$ cat src/hdl/wh_test_pkg.sv
package wh_test_pkg;

  // Link flit as seen on every ready/valid boundary
  localparam int flit_width_c = 32;

  // Header fields with the coordinate in the lowest bits and the length above it
  localparam int cord_width_c = 6;
  localparam int len_width_c  = 4;

  // Whatever is left of the flit above the header
  localparam int payload_width_c = flit_width_c - cord_width_c - len_width_c;

  // Master drives two independent nets
  localparam int num_nets_c = 2;

  // Host register map
  typedef enum logic [2:0] {
    // Per-net enable bits with bit n for net n
    REG_ENABLE = 3'd0,
    // Destination coordinate for all nets
    REG_DEST   = 3'd1,
    // Packets accepted for sending
    REG_SENT0  = 3'd2,
    REG_SENT1  = 3'd3,
    // Packets that came back
    REG_RECV0  = 3'd4,
    REG_RECV1  = 3'd5,
    // Sticky mismatch flags with bit n for net n
    REG_ERROR  = 3'd6
  } reg_addr_e;

endpackage
$ cat src/hdl/wh_test_top.sv
`timescale 1ns/1ps

module wh_test_top
  import wh_test_pkg::*;
#(
  parameter int                      num_channels_p  = 2,
  parameter int                      channel_width_p = 8,
  parameter logic [cord_width_c-1:0] loop_cord_p     = 6'h11
)
(
  input  logic                  clk_i,
  input  logic                  reset_i,

  input  logic                  host_we_i,
  input  logic                  host_re_i,
  input  logic [2:0]            host_addr_i,
  input  logic [31:0]           host_wdata_i,
  output logic [31:0]           host_rdata_o,

  output logic [num_nets_c-1:0] error_o,
  output logic [num_nets_c-1:0] drop_o
);

  logic [num_nets_c-1:0]                   en;
  logic [cord_width_c-1:0]                 dest_cord;
  logic [num_nets_c-1:0][31:0]             sent;
  logic [num_nets_c-1:0][31:0]             received;

  // Master to loopback
  logic [num_nets_c-1:0]                   fwd_v;
  logic [num_nets_c-1:0][flit_width_c-1:0] fwd_data;
  logic [num_nets_c-1:0]                   fwd_ready;

  // Loopback back to master
  logic [num_nets_c-1:0]                   rev_v;
  logic [num_nets_c-1:0][flit_width_c-1:0] rev_data;
  logic [num_nets_c-1:0]                   rev_ready;

  test_ctrl_regs regs_i (
    .clk_i       (clk_i),
    .reset_i     (reset_i),
    .host_we_i   (host_we_i),
    .host_re_i   (host_re_i),
    .host_addr_i (host_addr_i),
    .host_wdata_i(host_wdata_i),
    .host_rdata_o(host_rdata_o),
    .en_o        (en),
    .dest_cord_o (dest_cord),
    .sent_i      (sent),
    .received_i  (received),
    .error_i     (error_o)
  );

  test_node_master #(
    .num_channels_p (num_channels_p),
    .channel_width_p(channel_width_p)
  ) master_i (
    .clk_i      (clk_i),
    .reset_i    (reset_i),
    .en_i       (en),
    .dest_cord_i(dest_cord),
    .error_o    (error_o),
    .sent_o     (sent),
    .received_o (received),
    .fwd_v_o    (fwd_v),
    .fwd_data_o (fwd_data),
    .fwd_ready_i(fwd_ready),
    .rev_v_i    (rev_v),
    .rev_data_i (rev_data),
    .rev_ready_o(rev_ready)
  );

  loopback_node #(
    .loop_cord_p(loop_cord_p)
  ) loopback_i (
    .clk_i      (clk_i),
    .reset_i    (reset_i),
    .in_v_i     (fwd_v),
    .in_data_i  (fwd_data),
    .in_ready_o (fwd_ready),
    .out_v_o    (rev_v),
    .out_data_o (rev_data),
    .out_ready_i(rev_ready),
    .drop_o     (drop_o)
  );

endmodule

$ cat src/hdl/test_ctrl_regs.sv
`timescale 1ns/1ps

module test_ctrl_regs
  import wh_test_pkg::*;
(
  input  logic                        clk_i,
  input  logic                        reset_i,

  input  logic                        host_we_i,
  input  logic                        host_re_i,
  input  logic [2:0]                  host_addr_i,
  input  logic [31:0]                 host_wdata_i,
  output logic [31:0]                 host_rdata_o,

  output logic [num_nets_c-1:0]       en_o,
  output logic [cord_width_c-1:0]     dest_cord_o,
  input  logic [num_nets_c-1:0][31:0] sent_i,
  input  logic [num_nets_c-1:0][31:0] received_i,
  input  logic [num_nets_c-1:0]       error_i
);

  reg_addr_e                   addr;
  logic [num_nets_c-1:0]       en_r;
  logic [cord_width_c-1:0]     dest_r;
  logic [31:0]                 rd_val;
  logic [31:0]                 rdata_r;

  assign addr = reg_addr_e'(host_addr_i);

  // Status words are read-only
  always_ff @(posedge clk_i)
  begin
    if (reset_i)
    begin
      en_r   <= '0;
      dest_r <= '0;
    end
    else if (host_we_i)
    begin
      case (addr)
        REG_ENABLE: en_r   <= host_wdata_i[num_nets_c-1:0];
        REG_DEST:   dest_r <= host_wdata_i[cord_width_c-1:0];
        default:    ;
      endcase
    end
  end

  always_comb
  begin
    case (addr)
      REG_ENABLE: rd_val = 32'(en_r);
      REG_DEST:   rd_val = 32'(dest_r);
      REG_SENT0:  rd_val = sent_i[0];
      REG_SENT1:  rd_val = sent_i[1];
      REG_RECV0:  rd_val = received_i[0];
      REG_RECV1:  rd_val = received_i[1];
      REG_ERROR:  rd_val = 32'(error_i);
      default:    rd_val = '0;
    endcase
  end

  // One-cycle read latency
  always_ff @(posedge clk_i)
  begin
    if (reset_i)
      rdata_r <= '0;
    else if (host_re_i)
      rdata_r <= rd_val;
  end

  assign host_rdata_o = rdata_r;
  assign en_o         = en_r;
  assign dest_cord_o  = dest_r;

endmodule

$ cat src/hdl/loopback_node.sv
`timescale 1ns/1ps

module loopback_node
  import wh_test_pkg::*;
#(
  parameter logic [cord_width_c-1:0] loop_cord_p = 6'h11
)
(
  input  logic                                    clk_i,
  input  logic                                    reset_i,

  input  logic [num_nets_c-1:0]                   in_v_i,
  input  logic [num_nets_c-1:0][flit_width_c-1:0] in_data_i,
  output logic [num_nets_c-1:0]                   in_ready_o,

  output logic [num_nets_c-1:0]                   out_v_o,
  output logic [num_nets_c-1:0][flit_width_c-1:0] out_data_o,
  input  logic [num_nets_c-1:0]                   out_ready_i,

  output logic [num_nets_c-1:0]                   drop_o
);

  for (genvar i = 0; i < num_nets_c; i++)
  begin : g_net
    logic                    in_v;
    logic [flit_width_c-1:0] in_data;
    logic                    in_yumi;
    logic                    match;
    logic                    out_slot_ready;

    one_slot_fifo #(.width_p(flit_width_c)) in_fifo (
      .clk_i  (clk_i),
      .reset_i(reset_i),
      .v_i    (in_v_i[i]),
      .data_i (in_data_i[i]),
      .ready_o(in_ready_o[i]),
      .v_o    (in_v),
      .data_o (in_data),
      .yumi_i (in_yumi)
    );

    // Coordinate is the lowest header field
    assign match = (in_data[cord_width_c-1:0] == loop_cord_p);

    // Foreign flits leave at once while ours wait for room in the output slot
    assign in_yumi   = in_v & (~match | out_slot_ready);
    assign drop_o[i] = in_v & ~match;

    one_slot_fifo #(.width_p(flit_width_c)) out_fifo (
      .clk_i  (clk_i),
      .reset_i(reset_i),
      .v_i    (in_v & match),
      .data_i (in_data),
      .ready_o(out_slot_ready),
      .v_o    (out_v_o[i]),
      .data_o (out_data_o[i]),
      .yumi_i (out_v_o[i] & out_ready_i[i])
    );
  end

endmodule

$ cat src/hdl/test_node_master.sv
`timescale 1ns/1ps

module test_node_master
  import wh_test_pkg::*;
#(
  parameter int num_channels_p  = 2,
  parameter int channel_width_p = 8
)
(
  input  logic                                    clk_i,
  input  logic                                    reset_i,

  input  logic [num_nets_c-1:0]                   en_i,
  input  logic [cord_width_c-1:0]                 dest_cord_i,
  output logic [num_nets_c-1:0]                   error_o,
  output logic [num_nets_c-1:0][31:0]             sent_o,
  output logic [num_nets_c-1:0][31:0]             received_o,

  output logic [num_nets_c-1:0]                   fwd_v_o,
  output logic [num_nets_c-1:0][flit_width_c-1:0] fwd_data_o,
  input  logic [num_nets_c-1:0]                   fwd_ready_i,

  input  logic [num_nets_c-1:0]                   rev_v_i,
  input  logic [num_nets_c-1:0][flit_width_c-1:0] rev_data_i,
  output logic [num_nets_c-1:0]                   rev_ready_o
);

  localparam int data_width_lp = num_channels_p * channel_width_p;

  for (genvar i = 0; i < num_nets_c; i++)
  begin : g_net
    logic                       req_ready;
    logic [flit_width_c-1:0]    req_data;
    logic                       send_accept;
    logic                       resp_v;
    logic [flit_width_c-1:0]    resp_data;
    logic [data_width_lp-1:0]   gen_data;
    logic [data_width_lp-1:0]   check_data;
    logic                       mismatch;
    logic [31:0]                sent_r;
    logic [31:0]                recv_r;
    logic                       error_r;

    // Single-flit packet of payload, zero length and destination
    assign req_data    = {payload_width_c'(gen_data), {len_width_c{1'b0}}, dest_cord_i};
    assign send_accept = en_i[i] & req_ready;

    one_slot_fifo #(.width_p(flit_width_c)) req_out_fifo (
      .clk_i  (clk_i),
      .reset_i(reset_i),
      .v_i    (en_i[i]),
      .data_i (req_data),
      .ready_o(req_ready),
      .v_o    (fwd_v_o[i]),
      .data_o (fwd_data_o[i]),
      .yumi_i (fwd_v_o[i] & fwd_ready_i[i])
    );

    one_slot_fifo #(.width_p(flit_width_c)) resp_in_fifo (
      .clk_i  (clk_i),
      .reset_i(reset_i),
      .v_i    (rev_v_i[i]),
      .data_i (rev_data_i[i]),
      .ready_o(rev_ready_o[i]),
      .v_o    (resp_v),
      .data_o (resp_data),
      .yumi_i (resp_v)
    );

    // Sender side sequence advances only on accepted sends
    test_data_gen #(
      .num_channels_p (num_channels_p),
      .channel_width_p(channel_width_p)
    ) gen_out (
      .clk_i  (clk_i),
      .reset_i(reset_i),
      .yumi_i (send_accept),
      .data_o (gen_data)
    );

    // Same sequence again stepped by returned flits
    test_data_gen #(
      .num_channels_p (num_channels_p),
      .channel_width_p(channel_width_p)
    ) gen_check (
      .clk_i  (clk_i),
      .reset_i(reset_i),
      .yumi_i (resp_v),
      .data_o (check_data)
    );

    // Whole payload field compared so unused upper bits must be zero
    assign mismatch = resp_v &
      (resp_data[flit_width_c-1 -: payload_width_c] != payload_width_c'(check_data));

    always_ff @(posedge clk_i)
    begin
      if (reset_i)
      begin
        sent_r  <= '0;
        recv_r  <= '0;
        error_r <= 1'b0;
      end
      else
      begin
        if (send_accept)
          sent_r <= sent_r + 1'b1;
        if (resp_v)
          recv_r <= recv_r + 1'b1;
        if (mismatch)
          error_r <= 1'b1;
      end
    end

    assign sent_o[i]     = sent_r;
    assign received_o[i] = recv_r;
    assign error_o[i]    = error_r;
  end

endmodule

$ cat src/hdl/test_data_gen.sv
`timescale 1ns/1ps

module test_data_gen #(
  parameter int num_channels_p  = 2,
  parameter int channel_width_p = 8
)
(
  input  logic                                      clk_i,
  input  logic                                      reset_i,
  input  logic                                      yumi_i,
  output logic [num_channels_p*channel_width_p-1:0] data_o
);

  logic [channel_width_p-1:0] cnt_r [num_channels_p];

  for (genvar k = 0; k < num_channels_p; k++)
  begin : g_chan
    // Channel k starts at k so the channels are told apart
    always_ff @(posedge clk_i)
    begin
      if (reset_i)
        cnt_r[k] <= channel_width_p'(k);
      else if (yumi_i)
        cnt_r[k] <= cnt_r[k] + 1'b1;
    end

    assign data_o[k*channel_width_p +: channel_width_p] = cnt_r[k];
  end

endmodule

$ cat src/hdl/one_slot_fifo.sv
`timescale 1ns/1ps

module one_slot_fifo #(
  parameter int width_p = 32
)
(
  input  logic               clk_i,
  input  logic               reset_i,

  input  logic               v_i,
  input  logic [width_p-1:0] data_i,
  output logic               ready_o,

  output logic               v_o,
  output logic [width_p-1:0] data_o,
  input  logic               yumi_i
);

  logic               full_r;
  logic [width_p-1:0] data_r;
  logic               wr_en;

  // Slot can take a new flit when empty or being drained this cycle
  assign ready_o = ~full_r | yumi_i;
  assign wr_en   = v_i & ready_o;

  always_ff @(posedge clk_i)
  begin
    if (reset_i)
      full_r <= 1'b0;
    else if (wr_en)
      full_r <= 1'b1;
    else if (yumi_i)
      full_r <= 1'b0;
  end

  // Flit held in the slot
  always_ff @(posedge clk_i)
  begin
    if (wr_en)
      data_r <= data_i;
  end

  assign v_o    = full_r;
  assign data_o = data_r;

endmodule

$ cat config.mk
export PLATFORM = sky130hd
export DESIGN_NAME = wh_test_top
export DESIGN_NICKNAME = d
export VERILOG_FILES = /design/src/hdl/wh_test_pkg.sv /design/src/hdl/wh_test_top.sv /design/src/hdl/test_ctrl_regs.sv /design/src/hdl/loopback_node.sv /design/src/hdl/test_node_master.sv /design/src/hdl/test_data_gen.sv /design/src/hdl/one_slot_fifo.sv
export SDC_FILE = /design/constraint.sdc
export NUM_CORES = 1
export LEC_CHECK = 0
export ABC_CLOCK_PERIOD_IN_PS = 2900
export BUFFER_PORTS_ARGS = -buffer_cell sky130_fd_sc_hd__buf_2
export CAP_MARGIN = 25
export CORE_MARGIN = 5
export CORE_UTILIZATION = 50
export CTS_BUF_LIST = sky130_fd_sc_hd__clkbuf_2
export DETAILED_ROUTE_END_ITERATION = 8
export HOLD_SLACK_MARGIN = 0.06
export PLACE_DENSITY = 0.74
export SLEW_MARGIN = 15
export SYNTH_ARGS = -nofsm -noshare
export SYNTH_HDL_FRONTEND = slang
export SYNTH_HIERARCHICAL = 1
export SYNTH_SLANG_ARGS = --single-unit
$ cat constraint.sdc
create_clock -name clk_i -period 2.9 [get_ports clk_i]
set_clock_uncertainty 0.05 [all_clocks]
set_input_delay 0.145 -clock clk_i [delete_from_list [all_inputs] [get_ports clk_i]]
set_output_delay 0.145 -clock clk_i [all_outputs]
set_load 0.02 [all_outputs]
Word level (Yosys, flattened, before mapping)
Memory sizes are Yosys's and may differ from the RTL's.
Index checks and enable logic that the tools add are counted.

word-level totals
  input port bits = 39
  bits in latches = 0
  output and inout port bits = 36
  logic and storage cells = 99
  memories kept = 4
  bits in writable memories = 64
  flip-flop bits (word level) = 354
  ROM bits = 0

cells by class
  equal/unequal tests = 10
  $lt $le $gt $ge = 0
  div/mod/pow operators = 0
  reduce and logical (&&, ||, !) cells = 3
  shift operators = 0
  bitwise operators = 16
  mux-type cells = 29
  $add $sub $neg = 12
  multipliers = 0

memories
  memory                             words  width  read ports  clocked after memory_dff  wr ports  line                 source
  master_i.g_net[0].gen_check.cnt_r  2      8      2           0                         2         test_data_gen.sv:14  logic [channel_width_p-1:0] cnt_r [num_channels_p];
  master_i.g_net[0].gen_out.cnt_r    2      8      2           0                         2         test_data_gen.sv:14
  master_i.g_net[1].gen_check.cnt_r  2      8      2           0                         2         test_data_gen.sv:14
  master_i.g_net[1].gen_out.cnt_r    2      8      2           0                         2         test_data_gen.sv:14

operators with widths
  kind                     count
  $pmux W32 S7             1
  $add A32 B1 Y32 const B  4
  $add A8 B1 Y8 const B    8
  $mux W8                  8
  $ne A16 B16 Y1           2
  $mux W1                  20
  $eq A6 B5 Y1 const B     2
  $eq A3 B3 Y1 const B     3
  $or A1 B1 Y1             8
  $and A1 B1 Y1            6
  $eq A3 B2 Y1 const B     2
  $reduce_and A2 Y1        2
  $eq A3 B1 Y1 const B     1
  $logic_not A3 Y1         1
  $not A1 Y1               2

Logic depth before layout (Yosys ltp)
  word-level depth = 4
  depth in mapped cells = 15
  depth with buffers taken out = 12

Cells and area by module
Netlist, hierarchy kept.

modules (own cells, without submodules)
  module            instances  area an instance (µm²)  cells an instance  sequential area each (µm²)
  one_slot_fifo     8          1016.0                  37                 980.9
  test_node_master  1          6505.0                  766                2602.5
  test_data_gen     4          788.3                   68                 480.5
  test_ctrl_regs    1          2193.4                  235                800.8
  loopback_node     1          110.1                   15                 0.0

Least setup slack after synthesis
Ideal clock, no wire load.

  kind = register -> register
  start = register, netlist name master_i/g_net[0].resp_in_fifo/v_o
  end = register master_i.g_net[0].sent_r[31]
  slack = -0.002 ns
  period minus slack after synthesis = 2.902 ns
  buffers on the path = 2
  setup time = 0.121 ns
  data arrival time = 2.731 ns
  cell stages (with the launch flop) = 15
  required time = 2.729 ns
  path through = dfxtp_1 nand2b_4 and2_1 nand2b_4 inv_1 a31oi_1 nand2b_4 and2_1 nand2b_4 and4_1 buf_2 or4b_1 buf_2 nor4_1 mux2_2

RTL lines
  what                  line                     source
  end signal, assigned  test_node_master.sv:107  sent_r <= sent_r + 1'b1;
  end, declared         test_node_master.sv:40   logic [31:0] sent_r;

==> out/metrics.csv <==
stage;metric;value;unit
outcome;status;complete, but fails checks;
pwr;p_switching;2690;uW
cts;clock-sinks;442;
timing;finalCriticalPeriod;2940;ps
floorplan;die_area;0.0408;sq mm
min_path;min_to;master_i/g_net[1].recv_r[9];
setup_path;reg2reg_slack;-40;ps
floorplan;die_w;202;um
timing;report.final.slew_viol_count;0;
timing;hold_viol_final;0;
placement;dpl.hpwl;26.1;mm
timing;slew_headroom;48.0;%
floorplan;start_util;50.5;%
final_layout;syn_to_final_growth;14.9;%
global_route;groute.usage.overall;18.8;%
global_route;grt_pass1_wl;62.7;mm
setup_path;cpMostUsedCell;nand2b_4;
timing;min_period_over_period;101;%
floorplan;rows;70;
cts;clk_latency;1000;ps
timing;fmax;340;MHz
timing;finalSetupViolations;7;
final_layout;regArea;0.0115;sq mm
pwr;clockPowerShare;36.2;%
route;ant_nets;0;
setup_path;startpoint_type;flop;
setup_path;r2r_cells;15;
outcome;failed_checks;negative setup slack;
setup_path;r2r_start;master_i/g_net[0].resp_in_fifo/v_o;
final_layout;fillers;2953;
route;wl_per_cell;17.6;um
logic_synthesis;ys_warn_count;6;
cts;cts_root_buffer;clkbuf_2;
pwr;seq_power_share;60.3;%
route;num_vias;13100;
pwr;cellInternalPower;8500;uW
placement;gp_congestion;0.859;
final_layout;multiInputGateArea;0.00673;sq mm
pwr;peakVddDrop;355;uV
floorplan;die_h;202;um
pwr;power_density;529;mW/mm^2
setup_path;cp.required;3750;ps
cts;clk_pin_slew_worst_paths;120;ps
logic_synthesis;synth_area;0.0184;sq mm
logic_synthesis;syn_area_per_cell;12.0;sq um
timing;rsz0062_at_grt;yes;
timing;setup_slack;-40.3;ps
setup_path;path_class;flop to flop;
placement;port_buffers;48;
cts;cts_tree;done;
cts;cts_max_path_buffers;3;
global_route;grt-ovfl-total;0;
global_route;grt_max_degree;56;
route;first_pass_iters;5;
setup_path;cp_max_fo;8;
min_path;min_path_cells;4;
floorplan;core_region_area;0.0364;sq mm
route;routed_via_density;5.77;
final_layout;stdcell_count;2264;
route;dr.first_iter.drc_count;1072;
final_layout;drive_above_1_share;21.8;%
final_layout;final_nets;1764;
pwr;pwr-share-comb;3.5;%
cts;htree_levels;3;
cts;cts_buffers;106;
global_route;antenna_found_initial;2;
timing;holdWs;293;ps
run;max_cap_violations;0;
timing;tightest_slew;777;ps
placement;placed_cells;2020;
global_route;grt_pass1_vias;12400;
pwr;p_leak;0.00708;uW
setup_path;cpPeakStageDelay;560;ps
pwr;finalPower;11200;uW
setup_path;end_kind;flop;
setup_path;worstPathArrival;3790;ps
final_layout;final_util;58.0;%
floorplan;io_pins;75;
setup_path;path_buf_inv;4;
route;drt_wl_total;39.9;mm
setup_path;cp_top_family;simple AND/OR/NAND/NOR gates;
min_path;hold_start;reset_i;
logic_synthesis;synthCells;1528;
pwr;sw_frac_of_total;24.0;%
setup_path;crit_path_cell_trace;nand2b_4 > and2_4 > nand2b_4 > inv_2 > a31oi_1 > nand2b_4 > and2_4 > nand2b_4 > buf_6 > nand3_4 > or4_4 > buf_12 > clkbuf_16 > or3_1 > a21oi_1;
min_path;hp-class;input port to flop;
setup_path;reg2reg_to;master_i/g_net[0].sent_r[22];
route;drc;0;
setup_path;cp_slowest_cell;or4_4;
## cells in the final DEF (no fill, tap or decap), types with 11 or more instances in the layout
cell and n:
o31ai_1 32, xnor2_1 50, xor2_1 48, dlygate4sd3_1 40, or4_4 17, edfxtp_1 264
a21oi_2 21, inv_1 33, and2_1 17, a221oi_1 26, and2_4 12, nand2_1 64
or3_1 55, and3_1 11, and4_1 18, buf_2 47, a22oi_1 25, nor4_1 17
nand3_1 52, buf_4 39, nor2_1 96, a21oi_1 111, mux2_2 20, conb_1 12
o21ai_0 49, nand4_1 50, dfxtp_1 176, nor2b_1 17, clkbuf_2 164, or4_1 32
clkinv_1 18, ha_1 12, a22o_1 31
## final cells by class
type                            count  area share [%]
Tap cell                          468            2.77
Clock buffer                      164            3.88
Antenna cell                        1          0.0118
Sequential cell                   442            54.4
Clock inverter                     26           0.787
Multi-Input combinational cell    988            31.9
Timing Repair Buffer              141            5.72
Inverter                           34           0.604
## state kept, by name (all words and copies together) (netlist names)
name and count:
master_i/g_net.sent_r 64, master_i/g_net.resp_in_fifo/v_o 2, regs_i/dest_cord_o 6, loopback_i/g_net.out_fifo/v_o 2, master_i/g_net.error_r 2, loopback_i/g_net.in_fifo/v_o 2, regs_i/host_rdata_o 32, loopback_i/g_net.in_fifo/data_o 56
master_i/g_net.resp_in_fifo/data_o 44, master_i/g_net.gen_check/cnt_r 32, regs_i/en_o 2, loopback_i/g_net.out_fifo/data_o 44, master_i/g_net.req_out_fifo/data_o 56, master_i/g_net.req_out_fifo/v_o 2, master_i/g_net.gen_out/cnt_r 32, master_i/g_net.recv_r 64
## per-stage QoR
step / worst slack [ps] / instance area [sq um] / setup TNS, ps
6_report: -40.3 / 21100 / -168
4_1_cts: 0.560 / 20700 / 0
2_1_floorplan: 67.0 / 18500 / 0
5_1_grt: -125 / 21100 / -1370
3_5_place_dp: -47.6 / 19300 / -248
3_3_place_gp: 65.4 / 19300 / 0
## worst register-to-register path, delay by kind of cell, from the launching register on
kind	cells	cell delay (ps)
AND/OR/NAND/NOR	9	1710
buffers and inverters	4	450
flip-flops	1	370
AO/OA/AOI/OAI	2	280
## metal layers
layer  global-route usage, %  share of wire (%)  wire, um  up-vias
li1                        -                  -         -     6227
met1                    25.0                 42     16900     6335
met2                    29.4                 47     18800      411
met3                    4.12                6.7      2680       99
met4                    9.40                3.8      1520        0
met5                       0                  0         0        -
## worst max-delay path by stage
stage                              endpoint  slack (ps)  cells past startpoint                               start
4_1_cts        master_i/g_net[0].sent_r[26]         0.6                     14  master_i/g_net[0].resp_in_fifo/v_o
3_5_place_dp   master_i/g_net[1].sent_r[18]         -50                     13  master_i/g_net[1].resp_in_fifo/v_o
5_1_grt        master_i/g_net[0].sent_r[28]        -130                     14  master_i/g_net[0].resp_in_fifo/v_o
3_3_place_gp   master_i/g_net[0].sent_r[31]          70                     13  master_i/g_net[0].resp_in_fifo/v_o
6_report       master_i/g_net[0].sent_r[22]         -40                     15  master_i/g_net[0].resp_in_fifo/v_o
2_1_floorplan  master_i/g_net[0].sent_r[31]          70                     14  master_i/g_net[0].resp_in_fifo/v_o
## timing repair
| item | in CTS | in global routing |
|---|---|---|
| hold buffers | 40 | 0 |
| buffers inserted | 2 | 7 |
| gates resized for setup | 9 | 67 |
| hold endpoints to repair | 276 | 0 |
| cloned | 0 | 4 |
| setup endpoints to repair | 18 | 35 |
| pin swaps | 0 | 24 |
## power by group through the flow
stage	logic (uW)	registers [uW]	clock network (uW)
after floorplan	215	6890	0
after global placement	338	6890	0
after detailed placement	345	6890	0
after CTS	382	6750	4220
after global routing	421	6760	4570
final	393	6750	4050
No activity file was read; power rests on OpenSTA's default activity.
